<file path="src/design/rob_defines.svh">
// reorder buffer sizing and instruction-type codes
// ROB_DEPTH must stay a power of two and ROB_IDX_W its log2
// COMMIT_WIDTH is fixed at 2, the commit mask rules assume two slots
`ifndef ROB_DEFINES_SVH
`define ROB_DEFINES_SVH

// ========================================
// sizing
// ========================================
`define ROB_DEPTH     16
`define ROB_IDX_W     4
`define DECODE_WIDTH  2
`define COMMIT_WIDTH  2

// ========================================
// instruction types, 2 bits each
// ========================================
`define ITYPE_ALU    2'd0
`define ITYPE_BR     2'd1
`define ITYPE_LOAD   2'd2
`define ITYPE_STORE  2'd3

`endif

</file>
<file path="src/design/rob_pkg.sv">
// shared types of the reorder buffer
// widths come from rob_defines.svh, per-slot fields are packed arrays
// indexed by decode or commit slot
`include "rob_defines.svh"

package rob_pkg;

  // ========================================
  // plain vectors
  // ========================================
  typedef logic [`ROB_IDX_W-1:0] rob_idx_t;
  // wrap bit on top of the index
  typedef logic [`ROB_IDX_W:0]   rob_ptr_t;
  // occupancy, 0 to ROB_DEPTH
  typedef logic [`ROB_IDX_W:0]   rob_cnt_t;
  typedef logic [31:0]           pc_t;
  typedef logic [4:0]            areg_t;
  typedef logic [5:0]            preg_t;
  typedef logic [1:0]            itype_t;

  // ========================================
  // decode side
  // ========================================
  typedef struct packed {
    logic   [`DECODE_WIDTH-1:0] valid;
    pc_t    [`DECODE_WIDTH-1:0] pc;
    itype_t [`DECODE_WIDTH-1:0] itype;
    areg_t  [`DECODE_WIDTH-1:0] areg;
    preg_t  [`DECODE_WIDTH-1:0] preg;
    preg_t  [`DECODE_WIDTH-1:0] old_preg;
    // exception found at decode
    logic   [`DECODE_WIDTH-1:0] exc;
  } rob_alloc_req_t;

  typedef struct packed {
    logic                         ready;
    rob_idx_t [`DECODE_WIDTH-1:0] idx;
    logic     [`DECODE_WIDTH-1:0] wrap;
  } rob_alloc_rsp_t;

  // ========================================
  // write-back
  // ========================================
  typedef struct packed {
    logic     valid;
    rob_idx_t idx;
    logic     redirect;
  } rob_wb_t;

  typedef struct packed {
    logic     valid;
    rob_idx_t idx;
    logic     is_load;
    logic     exc;
  } rob_mem_wb_t;

  // ========================================
  // entry and commit
  // ========================================
  typedef struct packed {
    logic   complete;
    logic   exc;
    logic   redirect;
    pc_t    pc;
    itype_t itype;
    areg_t  areg;
    preg_t  preg;
    preg_t  old_preg;
  } rob_entry_t;

  typedef struct packed {
    logic       [`COMMIT_WIDTH-1:0] valid;
    rob_entry_t [`COMMIT_WIDTH-1:0] entry;
  } rob_cmt_t;

  typedef struct packed {
    logic valid;
    pc_t  pc;
    // 1 for exception, 0 for branch redirect
    logic is_exc;
  } rob_redirect_t;

endpackage

</file>
<file path="src/design/rob_ctrl.sv">
// head, tail and occupancy of the reorder buffer
// allocation is all or nothing per cycle, ready needs room for a full
// decode group; valid slots must be packed from slot 0
// flush drops any allocation of the same cycle
`timescale 1ns/1ps
`include "rob_defines.svh"

module rob_ctrl (
  input  logic                    clk,
  input  logic                    rst_n,
  input  rob_pkg::rob_alloc_req_t alloc_req,
  output rob_pkg::rob_alloc_rsp_t alloc_rsp,
  output logic                    alloc_fire,
  input  logic [1:0]              commit_cnt,
  input  logic                    flush,
  output rob_pkg::rob_ptr_t       head,
  output rob_pkg::rob_ptr_t       tail,
  output rob_pkg::rob_cnt_t       occupancy
);

  // ========================================
  // signals
  // ========================================
  logic [1:0]        alloc_cnt;
  rob_pkg::rob_ptr_t alloc_add;
  rob_pkg::rob_ptr_t cmt_add;
  rob_pkg::rob_ptr_t slot_ptr [`DECODE_WIDTH];

  // ========================================
  // allocation side
  // ========================================
  always_comb begin
    alloc_cnt = '0;
    for (int i = 0; i < `DECODE_WIDTH; i++) begin
      alloc_cnt = alloc_cnt + 2'(alloc_req.valid[i]);
    end
  end

  assign alloc_rsp.ready =
    occupancy <= rob_pkg::rob_cnt_t'(`ROB_DEPTH - `DECODE_WIDTH);

  // a redirect at the same edge wins over new entries
  assign alloc_fire = alloc_rsp.ready & ~flush;

  // indices offered to decode every cycle, straight from the tail
  always_comb begin
    for (int i = 0; i < `DECODE_WIDTH; i++) begin
      slot_ptr[i]       = tail + rob_pkg::rob_ptr_t'(i);
      alloc_rsp.idx[i]  = slot_ptr[i][`ROB_IDX_W-1:0];
      alloc_rsp.wrap[i] = slot_ptr[i][`ROB_IDX_W];
    end
  end

  assign alloc_add = alloc_fire ? rob_pkg::rob_ptr_t'(alloc_cnt) : '0;
  assign cmt_add   = rob_pkg::rob_ptr_t'(commit_cnt);

  // ========================================
  // pointer registers
  // ========================================
  always_ff @(posedge clk or negedge rst_n) begin
    if (!rst_n) begin
      head      <= '0;
      tail      <= '0;
      occupancy <= '0;
    end else if (flush) begin
      head      <= '0;
      tail      <= '0;
      occupancy <= '0;
    end else begin
      head      <= head + cmt_add;
      tail      <= tail + alloc_add;
      // pointer and count widths are equal
      occupancy <= occupancy + alloc_add - cmt_add;
    end
  end

endmodule

</file>
<file path="src/design/rob_entry_array.sv">
// reorder buffer entry storage
// payload fields are only meaningful while the entry is live
// a non-load memory write-back waits until its entry is at the head
`timescale 1ns/1ps
`include "rob_defines.svh"

module rob_entry_array (
  input  logic                    clk,
  input  logic                    rst_n,
  input  rob_pkg::rob_alloc_req_t alloc_req,
  input  logic                    alloc_fire,
  input  rob_pkg::rob_ptr_t       tail,
  input  rob_pkg::rob_ptr_t       head,
  input  rob_pkg::rob_wb_t  [1:0] alu_wb,
  input  rob_pkg::rob_mem_wb_t    mem_wb,
  output logic                    mem_wb_ready,
  output rob_pkg::rob_entry_t [`COMMIT_WIDTH-1:0] head_entries
);

  // ========================================
  // storage
  // ========================================
  logic [`ROB_DEPTH-1:0] complete_q;
  logic [`ROB_DEPTH-1:0] exc_q;
  logic [`ROB_DEPTH-1:0] redir_q;

  rob_pkg::pc_t    pc_q       [`ROB_DEPTH];
  rob_pkg::itype_t itype_q    [`ROB_DEPTH];
  rob_pkg::areg_t  areg_q     [`ROB_DEPTH];
  rob_pkg::preg_t  preg_q     [`ROB_DEPTH];
  rob_pkg::preg_t  old_preg_q [`ROB_DEPTH];

  rob_pkg::rob_idx_t [`DECODE_WIDTH-1:0] alloc_idx;
  rob_pkg::rob_idx_t [`COMMIT_WIDTH-1:0] rd_idx;
  logic                                  mem_accept;

  always_comb begin
    for (int i = 0; i < `DECODE_WIDTH; i++) begin
      alloc_idx[i] = tail[`ROB_IDX_W-1:0] + rob_pkg::rob_idx_t'(i);
    end
  end

  // loads may complete anywhere and everything else only as oldest
  assign mem_wb_ready = mem_wb.is_load | (mem_wb.idx == head[`ROB_IDX_W-1:0]);
  assign mem_accept   = mem_wb.valid & mem_wb_ready;

  // ========================================
  // status flags
  // ========================================
  always_ff @(posedge clk or negedge rst_n) begin
    if (!rst_n) begin
      complete_q <= '0;
      exc_q      <= '0;
      redir_q    <= '0;
    end else begin
      if (alloc_fire) begin
        for (int i = 0; i < `DECODE_WIDTH; i++) begin
          if (alloc_req.valid[i]) begin
            // decode exception leaves nothing to execute
            complete_q[alloc_idx[i]] <= alloc_req.exc[i];
            exc_q[alloc_idx[i]]      <= alloc_req.exc[i];
            redir_q[alloc_idx[i]]    <= 1'b0;
          end
        end
      end
      for (int j = 0; j < 2; j++) begin
        if (alu_wb[j].valid) begin
          complete_q[alu_wb[j].idx] <= 1'b1;
          redir_q[alu_wb[j].idx]    <= alu_wb[j].redirect;
        end
      end
      if (mem_accept) begin
        complete_q[mem_wb.idx] <= 1'b1;
        exc_q[mem_wb.idx]      <= mem_wb.exc;
      end
    end
  end

  // payload written once at allocation
  always_ff @(posedge clk) begin
    if (alloc_fire) begin
      for (int i = 0; i < `DECODE_WIDTH; i++) begin
        if (alloc_req.valid[i]) begin
          pc_q[alloc_idx[i]]       <= alloc_req.pc[i];
          itype_q[alloc_idx[i]]    <= alloc_req.itype[i];
          areg_q[alloc_idx[i]]     <= alloc_req.areg[i];
          preg_q[alloc_idx[i]]     <= alloc_req.preg[i];
          old_preg_q[alloc_idx[i]] <= alloc_req.old_preg[i];
        end
      end
    end
  end

  // ========================================
  // head read ports
  // ========================================
  always_comb begin
    for (int i = 0; i < `COMMIT_WIDTH; i++) begin
      rd_idx[i] = head[`ROB_IDX_W-1:0] + rob_pkg::rob_idx_t'(i);
      head_entries[i].complete = complete_q[rd_idx[i]];
      head_entries[i].exc      = exc_q[rd_idx[i]];
      head_entries[i].redirect = redir_q[rd_idx[i]];
      head_entries[i].pc       = pc_q[rd_idx[i]];
      head_entries[i].itype    = itype_q[rd_idx[i]];
      head_entries[i].areg     = areg_q[rd_idx[i]];
      head_entries[i].preg     = preg_q[rd_idx[i]];
      head_entries[i].old_preg = old_preg_q[rd_idx[i]];
    end
  end

endmodule

</file>
<file path="src/design/rob_commit.sv">
// in-order retirement of up to two entries per cycle
// purely combinational from the head entries and occupancy
// slot 1 is held back behind an exception, a redirect or a branch,
// so a redirect always comes from the last committing slot
`timescale 1ns/1ps
`include "rob_defines.svh"

module rob_commit (
  input  rob_pkg::rob_entry_t [`COMMIT_WIDTH-1:0] head_entries,
  input  rob_pkg::rob_cnt_t                       occupancy,
  output rob_pkg::rob_cmt_t                       cmt,
  output logic [1:0]                              commit_cnt,
  output rob_pkg::rob_redirect_t                  redirect,
  output logic                                    flush
);

  // ========================================
  // masks
  // ========================================
  // entry is live in the buffer
  logic [`COMMIT_WIDTH-1:0] valid_mask;
  // nothing retires behind a redirect
  logic [`COMMIT_WIDTH-1:0] redirect_mask;
  // nothing retires behind an exception
  logic [`COMMIT_WIDTH-1:0] exc_mask;
  // predictor takes one update per cycle
  logic [`COMMIT_WIDTH-1:0] br_mask;
  logic [`COMMIT_WIDTH-1:0] commit_mask;
  logic [`COMMIT_WIDTH-1:0] commit_valid;

  always_comb begin
    for (int i = 0; i < `COMMIT_WIDTH; i++) begin
      valid_mask[i] = occupancy > rob_pkg::rob_cnt_t'(i);
    end

    // oldest entry is never masked
    redirect_mask[0] = 1'b1;
    exc_mask[0]      = 1'b1;
    br_mask[0]       = 1'b1;

    // second slot retires only if both entries are plain
    redirect_mask[1] = ~head_entries[0].redirect & ~head_entries[1].redirect;
    exc_mask[1]      = ~head_entries[0].exc & ~head_entries[1].exc;
    br_mask[1]       = head_entries[0].itype != `ITYPE_BR;

    commit_mask = redirect_mask & exc_mask & br_mask;
  end

  // ========================================
  // commit valid and count
  // ========================================
  always_comb begin
    commit_valid[0] = head_entries[0].complete & commit_mask[0] & valid_mask[0];
    // strictly in order, slot 1 needs slot 0
    commit_valid[1] = commit_valid[0] & head_entries[1].complete &
                      commit_mask[1] & valid_mask[1];
  end

  always_comb begin
    commit_cnt = '0;
    for (int i = 0; i < `COMMIT_WIDTH; i++) begin
      commit_cnt = commit_cnt + 2'(commit_valid[i]);
    end
  end

  assign cmt.valid = commit_valid;
  assign cmt.entry = head_entries;

  // ========================================
  // redirect and flush
  // ========================================
  always_comb begin
    redirect.valid  = 1'b0;
    redirect.pc     = '0;
    redirect.is_exc = 1'b0;
    for (int i = 0; i < `COMMIT_WIDTH; i++) begin
      if (commit_valid[i] && (head_entries[i].exc || head_entries[i].redirect)) begin
        redirect.valid  = 1'b1;
        redirect.pc     = head_entries[i].pc;
        // exception takes precedence when both are set
        redirect.is_exc = head_entries[i].exc;
      end
    end
  end

  // buffer empties at the same edge the redirect retires
  assign flush = redirect.valid;

endmodule

</file>
<file path="src/design/rob_top.sv">
// reorder buffer top: pointer control, entry storage and commit logic
// two ALU write-back strobes without back-pressure, one memory port
// with a ready that the producer must honour
// cmt and redirect are strobes, the consumer cannot stall them
`timescale 1ns/1ps
`include "rob_defines.svh"

module rob_top (
  input  logic                    clk,
  input  logic                    rst_n,
  // decode
  input  rob_pkg::rob_alloc_req_t alloc_req,
  output rob_pkg::rob_alloc_rsp_t alloc_rsp,
  // write-back
  input  rob_pkg::rob_wb_t  [1:0] alu_wb,
  input  rob_pkg::rob_mem_wb_t    mem_wb,
  output logic                    mem_wb_ready,
  // retirement
  output rob_pkg::rob_cmt_t       cmt,
  output rob_pkg::rob_redirect_t  redirect
);

  // ========================================
  // internal wires
  // ========================================
  logic                                   alloc_fire;
  logic [1:0]                             commit_cnt;
  logic                                   flush;
  rob_pkg::rob_ptr_t                      head;
  rob_pkg::rob_ptr_t                      tail;
  rob_pkg::rob_cnt_t                      occupancy;
  rob_pkg::rob_entry_t [`COMMIT_WIDTH-1:0] head_entries;

  rob_ctrl u_ctrl (
    .clk        (clk),
    .rst_n      (rst_n),
    .alloc_req  (alloc_req),
    .alloc_rsp  (alloc_rsp),
    .alloc_fire (alloc_fire),
    .commit_cnt (commit_cnt),
    .flush      (flush),
    .head       (head),
    .tail       (tail),
    .occupancy  (occupancy)
  );

  rob_entry_array u_array (
    .clk          (clk),
    .rst_n        (rst_n),
    .alloc_req    (alloc_req),
    .alloc_fire   (alloc_fire),
    .tail         (tail),
    .head         (head),
    .alu_wb       (alu_wb),
    .mem_wb       (mem_wb),
    .mem_wb_ready (mem_wb_ready),
    .head_entries (head_entries)
  );

  rob_commit u_commit (
    .head_entries (head_entries),
    .occupancy    (occupancy),
    .cmt          (cmt),
    .commit_cnt   (commit_cnt),
    .redirect     (redirect),
    .flush        (flush)
  );

endmodule

</file>
<file path="config.mk">
export PLATFORM = sky130hd
export DESIGN_NAME = rob_top
export DESIGN_NICKNAME = d
export VERILOG_FILES = /design/src/design/rob_pkg.sv /design/src/design/rob_ctrl.sv /design/src/design/rob_entry_array.sv /design/src/design/rob_commit.sv /design/src/design/rob_top.sv
export VERILOG_INCLUDE_DIRS = /design/src /design/src/design
export SDC_FILE = /design/constraint.sdc
export NUM_CORES = 2
export LEC_CHECK = 0
export ABC_AREA = 1
export BUFFER_PORTS_ARGS = -buffer_cell sky130_fd_sc_hd__buf_4
export CAP_MARGIN = 20
export CORE_ASPECT_RATIO = 0.9
export CORE_MARGIN = 2
export CORE_UTILIZATION = 30
export DETAILED_ROUTE_END_ITERATION = 8
export PLACE_DENSITY = 0.48
export SYNTH_ARGS = -nofsm -noshare
export SYNTH_HDL_FRONTEND = slang
export SYNTH_HIERARCHICAL = 1
export SYNTH_SLANG_ARGS = --single-unit
</file>
<file path="constraint.sdc">
create_clock -name clk -period 7.39 [get_ports clk]
set_input_delay 0.739 -clock clk [delete_from_list [all_inputs] [get_ports clk]]
set_output_delay 0.739 -clock clk [all_outputs]
set_load 0.02 [all_outputs]
</file>
==> summary.md <==
| Metric | Value |
|---|---|
| Status | finished clean |
| Total iterations of the first detailed-routing run | 6 |
| Global-route congestion overflow total | 0 |
| Slew @ Worst Pin | 1150 ps |
| Critical Path End Type | flop |
| Critical Setup Path Class | flop to flop |
| Nets | just under 7000 |
| Placed Cells | 8978 |
| Clock Latency Late Sink | 780 ps |
| Ys Warns | 6 |
| Share of layout cells above drive strength 1 | between 8 and 9% |
| Vias in the first global route | 46300 |
| Slew Viols, Final | 0 |
| Die width | about 460 um |
| Layout area overhead | 10.7% |
| Finish-stage setup viols | 0 |
| Rel. slew slack | between 20% and 30% |
| Crit path DAT | between 6000 and 7000 ps |
| All-Layer GR Usage | 23.5% |
| Final RePlAce weighted congestion | 0.872 |
| Row Count | 149 |
| Final period util | 81.3% |
| Syn nets | 7168 |
| Mapped Area | 55000 um2 |
| Final WL | 227 mm |
| Critical Path Fanout Max | 52 |
| Die Area | 187000 um2 |
| Reg clk slew, reported paths | 60 ps |
| Max Fclk | approximately 170 MHz |
| Worst hold-check path type | input pin to asynchronous set/reset pin |
| Reg-to-Reg Start | u_ctrl/head[1]$_DFF_PN0_ |
| Cts hold-fix bufs | 0 |
| Post-route ant nets | 0 |
| Initial antenna violation count | 9 |
| Vias after detailed routing | 50800 |
| Non-filler cells, final | 9180 |
| Fin util | 33.3% |
| CTS root buf | clkbuf_16 |
| CTS tree | done |
| RSZ-0062 raised after global routing | no |
| Avg WL per Cell | 24.8 um |
| Setup TNS | 0 ps |
| Number of fill cells in the layout | between 15000 and 20000 |
| Final Critical Period | 6010 ps |
| Worst VDD drop | around 0.38 mV |
| Reg2reg setup slack | approximately 1400 ps |
| I/O pin count | 283 |
| First-pass GRT wire length | 326 mm |
| Largest net degree at the start of global routing | about 220 |
| Cell count after synthesis | approximately 7000 |
| Clock Tree Buf Depth | 3 |
| CORE AREA | 183000 um2 |
| Post-route setup slack | 1380 ps |
| Fin area | 60900 um2 |
| Pre-CTS setup slack | 1530 ps |
| Port bufs | 282 |
| Via density | roughly 5.5 |
| Setup Fix Bufs, Post-CTS | 0 |
| DRC viols | 0 |
| WP data required | 7850 ps |
| Post-cts resize count | 0 |
| Starting Density | approximately 30% |
| Clk sink count | 878 |
| Clock Skews | 67.0 ps |
| Worst R2R Path Depth | 19 |
| TritonCTS Buffers | 105 |
| Leak | ~24 nW |
| Maxcap violations | 0 |
| Reg2Reg Capture Point | u_array/pc_q[15][1]$_DFFE_PP_ |
| Most frequent cells in the layout | o21ai_0 (1537), nand2_1 (1379), edfxtp_1 (816), nor2_1 (527), inv_1 (511) |
| Initial DRC count | ~5700 |
| Commonest non-fill, non-tap cell in the layout | o21ai_0 |
| Placed cell area | around 57000 um2 |
| Startpoint types | flop |
| Die height | 410 um |
| HPWL after DPL | roughly 130 mm |
| Final hold vios | 0 |
| H-tree depth | 3 |
| Pwr/cell area | just over 400 nW/um2 |
| Avg Cell Area, Syn | 7.83 um2 |
-- critical path, cell delays in order (launching register included) --
cell	delay, ps
dfrtp_4	770
buf_4	830
o21ai_0	220
o221ai_1	260
nand3_1	160
nand2_1	150
inv_1	80
nand2_2	100
nand3_4	80
inv_1	230
inv_2	180
nand3_1	180
inv_1	130
nand2_1	100
inv_1	250
buf_4	320
nand2_4	100
buf_4	620
buf_4	710
o21ai_0	150
-- power by group --
group	switching [mW]	internal (mW)	total, mW
logic	8.97	3.85	12.8
clock network	2.27	2.93	5.20
registers	0.410	6.15	6.56
total	11.7	12.9	24.6
-- routing by layer --
metal  part of all wire, %  up-vias  track usage (%)
met1                    43    24500             32.5
met3                   7.7      417             3.26
met4                   4.3        6             9.90
met5                 0.013        -                0
met2                    45     2434             36.8
li1                      -    23500                -
-- worst max path at each step --
| stage | start | end | cells past startpoint | slack, ps |
|---|---|---|---|---|
| 6_report | u_ctrl/head[1]$_DFF_PN0_ | u_array/pc_q[15][1]$_DFFE_PP_ | 19 | 1380 |
| 5_1_grt | u_ctrl/head[1]$_DFF_PN0_ | u_array/pc_q[15][11]$_DFFE_PP_ | 19 | 1090 |
| 4_1_cts | u_ctrl/head[0]$_DFF_PN0_ | redirect[9] | 10 | 1400 |
| 3_5_place_dp | u_ctrl/head[1]$_DFF_PN0_ | u_array/redir_q[7]$_DFF_PN0_ | 21 | 1530 |
| 3_3_place_gp | u_ctrl/head[1]$_DFF_PN0_ | u_array/redir_q[7]$_DFF_PN0_ | 21 | 1530 |
| 2_1_floorplan | u_ctrl/head[1]$_DFF_PN0_ | u_array/redir_q[14]$_DFF_PN0_ | 24 | 440 |
-- metrics by stage --
step	power, mW	hold WS, ps
after CTS	24.7	127
after detailed placement	19.4	563
after global routing	26.1	146
after floorplan	15.6	443
after global placement	19.3	566
final	24.6	119
-- registers in the layout, summed over array words and instances (netlist names) --
register and cells:
u_array/areg_q 80, u_array/complete_q 16, u_array/exc_q 16, u_array/itype_q 32
u_array/old_preg_q 96, u_array/pc_q 512, u_array/preg_q 96, u_array/redir_q 16
u_ctrl/head 4, u_ctrl/occupancy 5, u_ctrl/tail 5
-- final cells by class --
class | instances | area (um2) | share of cell area, %
Clock inverter | 52 | 494 | 0.812
Antenna cell | 7 | 17.5 | 0.0288
Multi-Input combinational cell | 4799 | 23400 | 38.5
Sequential cell | 878 | 26100 | 42.8
Timing Repair Buffer | 367 | 2990 | 4.91
Clock buffer | 141 | 2840 | 4.66
Inverter | 520 | 1980 | 3.25
Tap cell | 2416 | 3020 | 4.97
(Power assumes the default switching activity.)
